`src/common/filterPkg.sv`:
```
`default_nettype none

package filterPkg;

    // Window geometry
    localparam int TAPS      = 24;
    localparam int LOOKAHEAD = 12;
    localparam int LOOKBACK  = 12;
    localparam int OSR       = 4;

    // Distributed arithmetic tables
    localparam int LUT_BITS = 4;
    localparam int NUM_LUTS = TAPS / LUT_BITS;
    localparam int LUT_SIZE = 2 ** LUT_BITS;

    localparam int COEFF_W    = 12;
    localparam int PART_W     = 14;
    localparam int SUM_W      = 17;
    localparam int OUT_W      = 14;
    localparam int SUM_SHIFT  = 2;
    localparam int PIPE_DEPTH = 3;

    typedef logic signed [COEFF_W-1:0] coeffT;
    typedef logic signed [PART_W-1:0]  partT;
    typedef logic signed [SUM_W-1:0]   sumT;
    typedef logic [OUT_W-1:0]          sampleT;
    typedef logic [TAPS-1:0]           windowT;

    // Signed output range, used for saturation
    localparam sumT OUT_MAX = sumT'((2 ** (OUT_W - 1)) - 1);
    localparam sumT OUT_MIN = sumT'(-(2 ** (OUT_W - 1)));

    // Symmetric low-pass, index 0 is the newest tap
    localparam coeffT COEFFS [0:TAPS-1] = '{
        12'sd1100, 12'sd1250, 12'sd1400, 12'sd1530,
        12'sd1650, 12'sd1760, 12'sd1850, 12'sd1930,
        12'sd1990, 12'sd2030, 12'sd2047, 12'sd2047,
        12'sd2047, 12'sd2047, 12'sd2030, 12'sd1990,
        12'sd1930, 12'sd1850, 12'sd1760, 12'sd1650,
        12'sd1530, 12'sd1400, 12'sd1250, 12'sd1100
    };

endpackage

`default_nettype wire

```
`src/common/ctrlPkg.sv`:
```
`default_nettype none

package ctrlPkg;

    localparam int PHASE_W = 2;
    localparam int FILL_W  = 5;

    typedef enum logic [1:0] {
        IDLE,
        FILL,
        PRIME,
        RUN
    } seqStateT;

    // Decimation phase within one output period
    typedef logic [PHASE_W-1:0] phaseT;

    // Bits seen since reset, saturating
    typedef logic [FILL_W-1:0] fillCountT;

endpackage

`default_nettype wire

```
`src/rtl/decimTimer.sv`:
```
`timescale 1ns/100ps
`default_nettype none

module decimTimer
    import ctrlPkg::*, filterPkg::*;
(
    input  wire  clkDS,
    input  wire  rst,
    input  wire  primeDone,
    output logic decimStrobe,
    output logic windowFull
);

    phaseT     phase;
    fillCountT fillCount;

    // Free-running phase, strobe on the last phase of each period
    always_ff @(posedge clkDS) begin
        if (!rst) begin
            phase <= '0;
        end else if (phase == phaseT'(OSR - 1)) begin
            phase <= '0;
        end else begin
            phase <= phase + phaseT'(1);
        end
    end

    assign decimStrobe = (phase == phaseT'(OSR - 1));

    // Counts bits entered, stops once the pipeline is primed
    always_ff @(posedge clkDS) begin
        if (!rst) begin
            fillCount <= '0;
        end else if (!primeDone && fillCount != fillCountT'(TAPS)) begin
            fillCount <= fillCount + fillCountT'(1);
        end
    end

    // The bit entering at the next edge completes the window
    assign windowFull = (fillCount >= fillCountT'(TAPS - 1));

endmodule

`default_nettype wire

```
`src/rtl/fillSequencer.sv`:
```
`timescale 1ns/100ps
`default_nettype none

module fillSequencer
    import ctrlPkg::*, filterPkg::*;
(
    input  wire  clkDS,
    input  wire  rst,
    input  wire  decimStrobe,
    input  wire  windowFull,
    output logic primeDone,
    output logic valid
);

    localparam int PRIME_W = $clog2(PIPE_DEPTH);

    seqStateT           state;
    logic [PRIME_W-1:0] primeCount;

    always_ff @(posedge clkDS) begin
        if (!rst) begin
            state      <= IDLE;
            primeCount <= '0;
            valid      <= 1'b0;
        end else begin
            unique case (state)
                IDLE: begin
                    state <= FILL;
                end
                FILL: begin
                    // First evaluation of a complete window
                    if (windowFull && decimStrobe) begin
                        state      <= PRIME;
                        primeCount <= '0;
                    end
                end
                PRIME: begin
                    if (primeCount == PRIME_W'(PIPE_DEPTH - 1)) begin
                        state <= RUN;
                        valid <= 1'b1;
                    end else begin
                        primeCount <= primeCount + PRIME_W'(1);
                    end
                end
                RUN: begin
                    state <= RUN;
                end
                default: begin
                    state <= IDLE;
                end
            endcase
        end
    end

    assign primeDone = (state == RUN);

endmodule

`default_nettype wire

```
`src/rtl/sampleWindow.sv`:
```
`timescale 1ns/100ps
`default_nettype none

module sampleWindow
    import filterPkg::*;
(
    input  wire    clkDS,
    input  wire    rst,
    input  wire    bitIn,
    input  wire    decimStrobe,
    output windowT window
);

    windowT shiftReg;
    windowT shiftNext;
    windowT snapshot;

    // Newest bit at index 0
    assign shiftNext = {shiftReg[TAPS-2:0], bitIn};

    always_ff @(posedge clkDS) begin
        if (!rst) begin
            shiftReg <= '0;
            snapshot <= '0;
        end else begin
            shiftReg <= shiftNext;
            if (decimStrobe) begin
                snapshot <= shiftNext;
            end
        end
    end

    // Lookback half as is, lookahead half in reversed order
    always_comb begin
        window[TAPS-1:LOOKAHEAD] = snapshot[TAPS-1:LOOKAHEAD];
        for (int i = 0; i < LOOKAHEAD; i++) begin
            window[i] = snapshot[LOOKAHEAD-1-i];
        end
    end

endmodule

`default_nettype wire

```
`src/daFilter/lutBank.sv`:
```
`timescale 1ns/100ps
`default_nettype none

module lutBank
    import filterPkg::*;
(
    input  wire    clkDS,
    input  wire    rst,
    input  wire    decimStrobe,
    input  windowT window,
    output partT   partSums [NUM_LUTS],
    output logic   partValid
);

    // Tap index of a window bit, undoing the lookahead reversal
    function automatic int tapOf(int bitIdx);
        int tap;
        if (bitIdx < LOOKAHEAD) begin
            tap = LOOKAHEAD - 1 - bitIdx;
        end else begin
            tap = bitIdx;
        end
        return tap;
    endfunction

    // Entry a holds the sum of the group's coefficients selected by a
    function automatic logic [LUT_SIZE-1:0][PART_W-1:0] buildTable(int group);
        logic [LUT_SIZE-1:0][PART_W-1:0] tbl;
        partT acc;
        for (int a = 0; a < LUT_SIZE; a++) begin
            acc = '0;
            for (int b = 0; b < LUT_BITS; b++) begin
                if (a[b]) begin
                    acc = acc + partT'(COEFFS[tapOf(group * LUT_BITS + b)]);
                end
            end
            tbl[a] = acc;
        end
        return tbl;
    endfunction

    logic evalLoad;

    // Snapshot is stable one cycle after the strobe
    always_ff @(posedge clkDS) begin
        if (!rst) begin
            evalLoad  <= 1'b0;
            partValid <= 1'b0;
        end else begin
            evalLoad  <= decimStrobe;
            partValid <= evalLoad;
        end
    end

    for (genvar g = 0; g < NUM_LUTS; g++) begin : gLut
        localparam logic [LUT_SIZE-1:0][PART_W-1:0] TABLE = buildTable(g);

        always_ff @(posedge clkDS) begin
            if (evalLoad) begin
                partSums[g] <= partT'(TABLE[window[g*LUT_BITS +: LUT_BITS]]);
            end
        end
    end

endmodule

`default_nettype wire

```
`src/daFilter/adderTree.sv`:
```
`timescale 1ns/100ps
`default_nettype none

module adderTree
    import filterPkg::*;
(
    input  wire  clkDS,
    input  wire  rst,
    input  partT partSums [NUM_LUTS],
    input  wire  partValid,
    output sumT  sumOut,
    output logic sumValid
);

    sumT total;

    // Six operands fit one stage at this clock
    always_comb begin
        total = '0;
        for (int i = 0; i < NUM_LUTS; i++) begin
            total = total + sumT'(partSums[i]);
        end
    end

    always_ff @(posedge clkDS) begin
        if (partValid) begin
            sumOut <= total;
        end
    end

    always_ff @(posedge clkDS) begin
        if (!rst) begin
            sumValid <= 1'b0;
        end else begin
            sumValid <= partValid;
        end
    end

endmodule

`default_nettype wire

```
`src/rtl/outputStage.sv`:
```
`timescale 1ns/100ps
`default_nettype none

module outputStage
    import filterPkg::*;
(
    input  wire    clkDS,
    input  wire    rst,
    input  sumT    sumOut,
    input  wire    sumValid,
    output sampleT dataOut,
    output logic   outStrobe
);

    sumT    shifted;
    sampleT clipped;
    sampleT offsetCode;

    always_comb begin
        shifted = sumOut >>> SUM_SHIFT;
        if (shifted > OUT_MAX) begin
            clipped = sampleT'(OUT_MAX);
        end else if (shifted < OUT_MIN) begin
            clipped = sampleT'(OUT_MIN);
        end else begin
            clipped = sampleT'(shifted);
        end
        // Two's complement to offset binary
        offsetCode = {~clipped[OUT_W-1], clipped[OUT_W-2:0]};
    end

    always_ff @(posedge clkDS) begin
        if (!rst) begin
            dataOut   <= '0;
            outStrobe <= 1'b0;
        end else begin
            outStrobe <= sumValid;
            if (sumValid) begin
                dataOut <= offsetCode;
            end
        end
    end

endmodule

`default_nettype wire

```
`src/rtl/decimFirTop.sv`:
```
`timescale 1ns/100ps
`default_nettype none

module decimFirTop
    import filterPkg::*;
(
    input  wire    clkDS,
    input  wire    rst,
    input  wire    bitIn,
    output sampleT dataOut,
    output logic   outStrobe,
    output logic   valid
);

    logic   decimStrobe;
    logic   windowFull;
    logic   primeDone;
    windowT window;
    partT   partSums [NUM_LUTS];
    logic   partValid;
    sumT    sumOut;
    logic   sumValid;

    // Control
    decimTimer uDecimTimer (
        .clkDS      (clkDS),
        .rst        (rst),
        .primeDone  (primeDone),
        .decimStrobe(decimStrobe),
        .windowFull (windowFull)
    );

    fillSequencer uFillSequencer (
        .clkDS      (clkDS),
        .rst        (rst),
        .decimStrobe(decimStrobe),
        .windowFull (windowFull),
        .primeDone  (primeDone),
        .valid      (valid)
    );

    // Data path
    sampleWindow uSampleWindow (
        .clkDS      (clkDS),
        .rst        (rst),
        .bitIn      (bitIn),
        .decimStrobe(decimStrobe),
        .window     (window)
    );

    lutBank uLutBank (
        .clkDS      (clkDS),
        .rst        (rst),
        .decimStrobe(decimStrobe),
        .window     (window),
        .partSums   (partSums),
        .partValid  (partValid)
    );

    adderTree uAdderTree (
        .clkDS    (clkDS),
        .rst      (rst),
        .partSums (partSums),
        .partValid(partValid),
        .sumOut   (sumOut),
        .sumValid (sumValid)
    );

    outputStage uOutputStage (
        .clkDS    (clkDS),
        .rst      (rst),
        .sumOut   (sumOut),
        .sumValid (sumValid),
        .dataOut  (dataOut),
        .outStrobe(outStrobe)
    );

endmodule

`default_nettype wire

```
`config.mk`:
```
export PLATFORM = sky130hd
export DESIGN_NAME = decimFirTop
export DESIGN_NICKNAME = d
export VERILOG_FILES = /design/src/common/filterPkg.sv /design/src/common/ctrlPkg.sv /design/src/rtl/decimTimer.sv /design/src/rtl/fillSequencer.sv /design/src/rtl/sampleWindow.sv /design/src/daFilter/lutBank.sv /design/src/daFilter/adderTree.sv /design/src/rtl/outputStage.sv /design/src/rtl/decimFirTop.sv
export SDC_FILE = /design/constraint.sdc
export NUM_CORES = 1
export LEC_CHECK = 0
export BUFFER_PORTS_ARGS = -buffer_cell sky130_fd_sc_hd__buf_2
export CORE_UTILIZATION = 50
export DETAILED_ROUTE_END_ITERATION = 8
export GPL_ROUTABILITY_DRIVEN = 0
export HOLD_SLACK_MARGIN = 0.08
export PLACE_DENSITY_LB_ADDON = 0.25
export SLEW_MARGIN = 0
export SYNTH_ARGS = -nofsm -noshare
export SYNTH_HDL_FRONTEND = slang
export SYNTH_SLANG_ARGS = --single-unit
```
`constraint.sdc`:
```
create_clock -name clkDS -period 11 [get_ports clkDS]
set_input_delay 0.55 -clock clkDS [delete_from_list [all_inputs] [get_ports clkDS]]
set_output_delay 0.55 -clock clkDS [all_outputs]
set_load 0.05 [all_outputs]
```
==> results of run 1 <==
## how the worst max path moves through the flow
stage                               start                    end  slack, ps  cells after the start
floorplan           uLutBank.partSums[44]  uAdderTree.sumOut[15]       6920                     16
global placement    uLutBank.partSums[44]  uAdderTree.sumOut[15]       6730                     16
detailed placement  uLutBank.partSums[44]  uAdderTree.sumOut[15]       6640                     16
CTS                 uLutBank.partSums[44]  uAdderTree.sumOut[15]       6640                     16
global route        uLutBank.partSums[44]  uAdderTree.sumOut[15]       6350                     16
finish              uLutBank.partSums[44]  uAdderTree.sumOut[15]       6650                     16
## through the flow
| stage | hold slack (ps) | setup slack (ps) | power (mW) | cells |
|---|---|---|---|---|
| detailed placement | 441 | 6640 | 0.907 | 949 |
| global route | 360 | 6350 | 1.56 | 981 |
| CTS | 326 | 6640 | 1.50 | 981 |
| floorplan | 403 | 6920 | 0.858 | 737 |
| global placement | 411 | 6730 | 0.895 | 949 |
| finish | 342 | 6650 | 1.49 | 981 |
## state kept, by name, summed over array words and instances, names as in the netlist
signal,cells
uLutBank.partValid,1
uAdderTree.sumValid,1
uLutBank.evalLoad,1
uFillSequencer.state,2
uFillSequencer.valid,1
uDecimTimer.fillCount,5
uSampleWindow.shiftReg,23
uSampleWindow.snapshot,24
uAdderTree.sumOut,14
uDecimTimer.phase,2
uOutputStage.outStrobe,1
uOutputStage.dataOut,14
uFillSequencer.primeCount,2
uLutBank.partSums,68
## report_power, final
group	switching (mW)	internal, mW
logic	0.133	0.103
registers	0.0125	0.647
clock network	0.245	0.347
total	0.390	1.10
## cell usage in the layout (no fill, tap or decap), drive strengths merged, types with 35 or more instances in the layout
cell / count
fa: 37
mux2i: 36
a21oi: 37
inv: 67
nand2: 41
edfxtp: 82
o21ai: 39
nor2b: 35
ha: 65
dfxtp: 77
and2: 40
## layout make-up
class | instances | area, um2
Clock buffer | 21 | 526
Clock inverter | 11 | 83.8
Fill cell | 1388 | 7220
Inverter | 60 | 225
Multi-Input combinational cell | 490 | 4150
Sequential cell | 159 | 4010
Tap cell | 220 | 275
Timing Repair Buffer | 20 | 105
## cell families (layout without fill, tap and decap cells)
logic type | count (synthesis) | after routing | synth area share
AO/OA/AOI/OAI | 136 | 136 | 0.107
flip-flops | 159 | 159 | 0.472
multiplexers | 42 | 42 | 0.0531
buffers and inverters | 88 | 112 | 0.0395
adder cells (fa/ha/maj) | 102 | 102 | 0.183
AND/OR/NAND/NOR | 180 | 180 | 0.114
XOR/XNOR | 30 | 30 | 0.0310
## metal layers
layer  vias up  GRT usage  share of wire
li1       2577          -              -
met1      2498      0.219           0.46
met2        85      0.305           0.49
met3        15     0.0361          0.030
met4         0     0.0639          0.013
met5         -          0              0
==> flow_metrics.env, run 1 <==
export IMPL_status="finished, final reports clean"
export IMPL_cts_tree="yes"
export IMPL_setup_tns_ps=0
export IMPL_end_kind="flip-flop"
export IMPL_hpwl_um=10600
export IMPL_antenna_found_initial=0
export IMPL_r2r_start="uLutBank.partSums[44]"
export IMPL_start_util=0.512
export IMPL_synth_common_cells="edfxtp_1, dfxtp_1, ha_1, inv_1, nand2_1"
export IMPL_grt_overflow=0
export IMPL_syn_inst=737
export IMPL_path_clk_slew_ps=60
export IMPL_core_area_mm2=0.0166
export IMPL_relSlewSlack=0.306
export IMPL_die_x_um=132
export IMPL_crit_slowest_cell="fa_1"
export IMPL_grt_max_degree=78
export IMPL_io_buffers=18
export IMPL_total_leakage_power_nw=3.67
export IMPL_h_tree_depth=4
export IMPL_die_area_mm2=0.0175
export IMPL_path_cells="fa_1 -> ha_1 -> inv_1 -> fa_1 -> nor2b_1 -> o21ai_1 -> and2_1 -> o21ai_0 -> xor2_1 -> fa_1 -> ha_1 -> a211oi_1 -> o211a_1 -> nor2_1 -> a31oi_1 -> a21boi_0"
export IMPL_drv_cap=0
export IMPL_drcViolationCount=0
export IMPL_powerDensity_mw_per_mm2=159
export IMPL_post_route_util=0.565
export IMPL_clock_path_buffers=2
export IMPL_tightest_slew_ps=1040
export IMPL_antenna_cells=0
export IMPL_final_antenna_net_count=0
export IMPL_r2r_end="uAdderTree.sumOut[15]"
export IMPL_rows=47
export IMPL_wire_per_inst_um=14.7
export IMPL_hold_depth=2
export IMPL_synth_cell_types=53
export IMPL_r2r_cells=16
export IMPL_min_delay_worst_endpoint="uSampleWindow.shiftReg[0]"
export IMPL_arrival_ps=4510
export IMPL_holdCritStartpoint="bitIn"
export IMPL_slew_violations=0
export IMPL_nets=853
export IMPL_worstHoldPathType="primary input to flip-flop"
export IMPL_setup_viol=0
export IMPL_crit_buf_inv=1
export IMPL_avgSynthCellArea_um2=11.5
export IMPL_ioPinCount=19
export IMPL_grt_pass1_wl_um=24300
export IMPL_final_area_mm2=0.00937
export IMPL_yosysSeqAreaShare=0.472
export IMPL_crit_family="adder cells"
export IMPL_period_share=0.395
export IMPL_clk_latency_ps=430
export IMPL_die_h_um=132
export IMPL_drive_above_1_share=0.102
export IMPL_synth_seq_cells=159
export IMPL_synth_edff_count=82
export IMPL_synth_top_area_share=0.290
export IMPL_ir_drop_uv=104
export IMPL_fin_worst_skew_ps=8.44
export IMPL_yosysTopAreaCell="edfxtp_1"
export IMPL_wirelength_um=14400
export IMPL_rsz0062_at_grt="false"
export IMPL_cts_sinks=159
export IMPL_synth_most_common_cell="edfxtp_1"
export IMPL_viasPerCell=5.28
export IMPL_cts_buffers=17
export IMPL_syn_num_nets=842
export IMPL_cts_setup_buffers=0
export IMPL_synthesis_area_mm2=0.00849
export IMPL_cts_resized=0
export IMPL_firstDrtPassIters=5
export IMPL_cp_common_cell="fa_1"
export IMPL_reg2reg_slack_ps=6650
export IMPL_dpl_instance_area_mm2=0.00876
export IMPL_start_kind="flip-flop"
export IMPL_max_freq_ghz=0.230
export IMPL_grt_pass1_vias=5106
export IMPL_crit_type="flip-flop to flip-flop"
export IMPL_ys_async_sr_fraction=0
export IMPL_vias=5175
export IMPL_period_minus_slack_ps=4350
export IMPL_slowest_delay_ps=550
export IMPL_dr_first_iter_drc_count=373
export IMPL_grt_total_usage=0.176
export IMPL_root_buffer="clkbuf_16"
export IMPL_cts_hold_buf=0
export IMPL_required_ps=11160
export IMPL_yosys_warnings=0
export IMPL_hold_violations=0
export IMPL_ys_top_cells_by_area="edfxtp_1, dfxtp_1, ha_1"
export IMPL_ys_flop_type="edfxtp_1"
export IMPL_crit_fanout=4
export IMPL_syn_to_final_growth_pct=10.4
No activity file was read; power rests on OpenSTA's default activity.
==> inputs of run 2 (changes only) <==
clock period = 4.45 ns   (was 11 ns; I/O delays follow)
==> flow_metrics.env, run 2 (synthesis results as in run 1) <==
export IMPL_crit_slowest_cell="fa_1"
export IMPL_p_sw_mw=0.952
export IMPL_final_cell_mix="edfxtp_1, dfxtp_1, ha_1"
export IMPL_combPwrFrac=0.164
export IMPL_status="finished, final reports clean"
export IMPL_hpwl_um=10500
export IMPL_fin_worst_skew_ps=10.4
export IMPL_grt_pass1_vias=5232
export IMPL_die_x_um=132
export IMPL_path_cells="fa_1 -> ha_1 -> inv_1 -> fa_1 -> nor2b_1 -> o21ai_1 -> and2_1 -> o21ai_1 -> xor2_1 -> fa_1 -> ha_4 -> a211oi_2 -> o211a_1 -> nor2_1 -> a31oi_2 -> a21boi_0"
export IMPL_cp_common_cell="fa_1"
export IMPL_path_clk_slew_ps=60
export IMPL_drv_cap=0
export IMPL_root_buffer="clkbuf_16"
export IMPL_antenna_found_initial=0
export IMPL_seq_area_mm2=0.00401
export IMPL_vias=5230
export IMPL_period_share=0.946
export IMPL_total_leakage_power_nw=3.66
export IMPL_arrival_ps=4370
export IMPL_power_frac_seq=0.443
export IMPL_core_area_mm2=0.0166
export IMPL_reg_top3="uLutBank.partSums: 68 flops, uSampleWindow.snapshot: 24 flops, uSampleWindow.shiftReg: 23 flops"
export IMPL_ioPinCount=19
export IMPL_period_minus_slack_ps=4210
export IMPL_grt_max_degree=78
export IMPL_multi_input_area_mm2=0.00420
export IMPL_start_util=0.512
export IMPL_cts_sinks=159
export IMPL_hold_violations=0
export IMPL_setup_viol=0
export IMPL_p_int_mw=2.74
export IMPL_clk_latency_ps=430
export IMPL_ir_drop_uv=280
export IMPL_syn_to_final_growth_pct=11.1
export IMPL_required_ps=4620
export IMPL_fillers=1359
export IMPL_die_area_mm2=0.0175
export IMPL_io_buffers=18
export IMPL_sw_frac_of_total=0.258
export IMPL_h_tree_depth=4
export IMPL_holdWs_ps=434
export IMPL_nets=854
export IMPL_drcViolationCount=0
export IMPL_slew_violations=0
export IMPL_max_freq_ghz=0.238
export IMPL_wire_per_inst_um=14.8
export IMPL_rsz0062_at_grt="true"
export IMPL_clock_path_buffers=2
export IMPL_grt_overflow=0
export IMPL_drive_above_1_share=0.112
export IMPL_slowest_delay_ps=550
export IMPL_pre_cts_ws_ps=48.7
export IMPL_final_common_cell="edfxtp_1"
export IMPL_regMostFlops="uLutBank.partSums"
export IMPL_finalPower_mw=3.69
export IMPL_cts_buffers=17
export IMPL_final_antenna_net_count=0
export IMPL_crit_type="flip-flop to flip-flop"
export IMPL_grt_pass1_wl_um=24100
export IMPL_setup_slack_ps=242
export IMPL_antenna_cells=0
export IMPL_powerDensity_mw_per_mm2=392
export IMPL_worstHoldPathType="flip-flop to flip-flop"
export IMPL_rows=47
export IMPL_die_h_um=132
export IMPL_end_kind="flip-flop"
export IMPL_cts_tree="yes"
export IMPL_setup_tns_ps=0
export IMPL_relSlewSlack=0.290
export IMPL_wirelength_um=14500
export IMPL_crit_fanout=4
export IMPL_tightest_slew_ps=1070
export IMPL_dr_first_iter_drc_count=450
export IMPL_grt_total_usage=0.176
export IMPL_firstDrtPassIters=6
export IMPL_viasPerCell=5.33
export IMPL_largest_reg_flops=68
export IMPL_start_kind="flip-flop"
export IMPL_p_clk_frac=0.393
==> run 2: timing repair <==
item	in CTS	in global routing
setup endpoints to repair	0	4
resized for setup	0	9
endpoints found under the hold margin	2	0
hold buffers	1	0
buffers inserted	0	0
==> run 2: layout make-up <==
| type | count | share of cell area |
|---|---|---|
| clock inverters | 10 | 0.0105 |
| flip-flops and latches | 159 | 0.425 |
| multi-input cells | 490 | 0.446 |
| well taps | 220 | 0.0292 |
| repair buffers | 21 | 0.0122 |
| inverters | 60 | 0.0239 |
| clock buffers | 22 | 0.0538 |
==> run 2: critical path, delay by kind of cell, from the launching register on <==
family | cells | cell delay (ps)
xor gates and xnor gates | 1 | 190
adders and majority gates | 5 | 1870
and+or+nand+nor | 3 | 410
AOI/OAI and AO/OA | 6 | 1040
DFF | 1 | 390
buffers and inverters | 1 | 50
==> run 2: final timing paths <==
path / cells past startpoint / slack [ps] / end / start
max: 16 / 240 / uAdderTree.sumOut[15] / uLutBank.partSums[44]
min: 1 / 430 / uDecimTimer.phase[0] / uDecimTimer.phase[0]
max reg2reg: 16 / 240 / uAdderTree.sumOut[15] / uLutBank.partSums[44]
min reg2reg: 1 / 430 / uDecimTimer.phase[0] / uDecimTimer.phase[0]
==> run 2: power groups by stage <==
stage	clock, mW	sequential, mW	combinational [mW]
2_1_floorplan	0	1.66	0.456
3_3_place_gp	0	1.66	0.548
3_5_place_dp	0	1.67	0.573
4_1_cts	1.48	1.64	0.579
5_1_grt	1.54	1.64	0.671
6_report	1.45	1.63	0.606
==> run 2: routing by layer <==
layer  routed length (um)  vias up  global-route usage
met5                    0        -                   0
met4                  413        0              0.0881
met3                  512       29              0.0354
met2                 7040      112               0.301
met1                 6520     2507               0.211
li1                     -     2582                   -
==> run 2: stage by stage <==
stage / area (um2) / instances / util
after floorplan: 8490 / 737 / -
after global placement: 8760 / 949 / 0.528
after detailed placement: 8760 / 949 / 0.528
after CTS: 9370 / 982 / 0.565
after global routing: 9430 / 982 / 0.568
final: 9430 / 982 / 0.568
==> inputs of run 3 (changes only) <==
CORE_UTILIZATION = 60   (was 50)
==> flow_metrics.env, run 3 (synthesis results as in run 1) <==
export IMPL_status="finished, final reports clean"
export IMPL_grt_pass1_vias=5271
export IMPL_pre_cts_ws_ps=-86.3
export IMPL_crit_slowest_cell="fa_1"
export IMPL_slew_violations=0
export IMPL_path_clk_slew_ps=60
export IMPL_wirelength_um=14700
export IMPL_largest_reg_flops=68
export IMPL_relSlewSlack=0.296
export IMPL_start_util=0.614
export IMPL_hpwl_um=10600
export IMPL_path_cells="fa_1 -> ha_2 -> inv_1 -> fa_2 -> nor2b_1 -> o21ai_1 -> and2_1 -> xnor2_1 -> fa_1 -> ha_2 -> o211ai_2 -> a21oi_2 -> nor4b_2 -> or3_1 -> a211o_1"
export IMPL_drive_above_1_share=0.106
export IMPL_fin_worst_skew_ps=8.07
export IMPL_vias=5258
export IMPL_root_buffer="clkbuf_16"
export IMPL_nets=854
export IMPL_grt_total_usage=0.221
export IMPL_total_leakage_power_nw=3.63
export IMPL_clk_latency_ps=420
export IMPL_worstHoldPathType="flip-flop to flip-flop"
export IMPL_setup_tns_ps=0
export IMPL_combPwrFrac=0.175
export IMPL_arrival_ps=4510
export IMPL_finalPower_mw=3.57
export IMPL_period_share=0.974
export IMPL_crit_type="flip-flop to flip-flop"
export IMPL_required_ps=4620
export IMPL_crit_family="adder cells"
export IMPL_clock_path_buffers=2
export IMPL_syn_to_final_growth_pct=9.57
export IMPL_fin_cells=942
export IMPL_antenna_cells=0
export IMPL_final_cell_mix="edfxtp_1, dfxtp_1, inv_1, ha_1, nand2_1"
export IMPL_core_area_mm2=0.0138
export IMPL_io_buffers=18
export IMPL_fillers=986
export IMPL_p_int_mw=2.65
export IMPL_cts_tree="yes"
export IMPL_die_h_um=121
export IMPL_max_freq_ghz=0.231
export IMPL_antenna_found_initial=0
export IMPL_firstDrtPassIters=5
export IMPL_hold_violations=0
export IMPL_powerDensity_mw_per_mm2=384
export IMPL_power_frac_seq=0.457
export IMPL_final_antenna_net_count=0
export IMPL_crit_fanout=4
export IMPL_start_kind="flip-flop"
export IMPL_reg_top3="uLutBank.partSums: 68 flops, uSampleWindow.snapshot: 24 flops, uSampleWindow.shiftReg: 23 flops"
export IMPL_p_sw_mw=0.914
export IMPL_slowest_delay_ps=580
export IMPL_h_tree_depth=4
export IMPL_wire_per_inst_um=15.6
export IMPL_sw_frac_of_total=0.256
export IMPL_grt_pass1_wl_um=24800
export IMPL_drcViolationCount=0
export IMPL_final_common_cell="edfxtp_1"
export IMPL_holdWs_ps=442
export IMPL_period_minus_slack_ps=4330
export IMPL_crit_buf_inv=1
export IMPL_ir_drop_uv=306
export IMPL_die_area_mm2=0.0146
export IMPL_setup_viol=0
export IMPL_grt_max_degree=78
export IMPL_tightest_slew_ps=1060
export IMPL_cts_setup_buffers=0
export IMPL_multi_input_area_mm2=0.00420
export IMPL_cts_sinks=159
export IMPL_seq_area_mm2=0.00401
export IMPL_die_x_um=121
export IMPL_drv_cap=0
export IMPL_end_kind="flip-flop"
export IMPL_rows=43
export IMPL_dr_first_iter_drc_count=409
export IMPL_ioPinCount=19
export IMPL_viasPerCell=5.58
export IMPL_cts_buffers=17
export IMPL_regMostFlops="uLutBank.partSums"
export IMPL_placed_cells=909
export IMPL_setup_slack_ps=115
export IMPL_grt_overflow=0
export IMPL_p_clk_frac=0.368
[run 3: cell types whose count changed in the layout (fill, tap and decap cells not counted), sizes merged]
cell	before	now
clkinvlp	5	0
clkbuf	22	25
clkinv	2	4
[run 3: worst reg2reg max path: cells and delay by family, from the launching register on]
kind	cells	cell delay (ps)
adder cells (fa/ha/maj)	5	1970
AND/OR/NAND/NOR	4	800
AO/OA/AOI/OAI	4	610
flip-flops	1	410
XOR/XNOR	1	230
buffers and inverters	1	60
[run 3: through the flow]
step / util / area (um2)
after floorplan: - / 8490
after global placement: 0.630 / 8710
after detailed placement: 0.630 / 8710
after CTS: 0.671 / 9270
after global routing: 0.673 / 9300
final: 0.673 / 9300
[run 3: repair_timing]
action,in CTS,in global routing
gates resized for setup,4,9
endpoints found under the setup margin,1,5
hold endpoints to repair,2,0
hold buffers,1,0
pin swaps,0,6
[run 3: layout make-up]
cell class                      instances  share of cell area
Clock buffer                           25              0.0501
Inverter                               60              0.0242
Tap cell                              180              0.0242
Multi-Input combinational cell        490               0.452
Clock inverter                          7             0.00659
Timing Repair Buffer                   21              0.0124
Sequential cell                       159               0.431
[run 3: path summary, 6_finish.rpt]
| check | start | to | cells past startpoint | slack [ps] |
|---|---|---|---|---|
| worst max-delay path | uLutBank.partSums[44] | uAdderTree.sumOut[14] | 15 | 120 |
| worst max register to register | uLutBank.partSums[44] | uAdderTree.sumOut[14] | 15 | 120 |
| worst min-delay path | uDecimTimer.phase[0] | uDecimTimer.phase[0] | 1 | 440 |
| worst min register to register | uDecimTimer.phase[0] | uDecimTimer.phase[0] | 1 | 440 |
[run 3: power by group through the flow]
| stage | clock [mW] | combinational [mW] | sequential, mW |
|---|---|---|---|
| after floorplan | 0 | 0.456 | 1.66 |
| after global placement | 0 | 0.547 | 1.66 |
| after detailed placement | 0 | 0.578 | 1.66 |
| after CTS | 1.34 | 0.601 | 1.63 |
| after global routing | 1.40 | 0.694 | 1.63 |
| final | 1.31 | 0.623 | 1.63 |
[run 3: layer usage]
metal	GRT usage	up-vias	part of all wire
met5	0	-	0
met4	0.113	0	0.028
met3	0.0390	39	0.034
met2	0.378	129	0.50
met1	0.269	2507	0.44
li1	-	2583	-
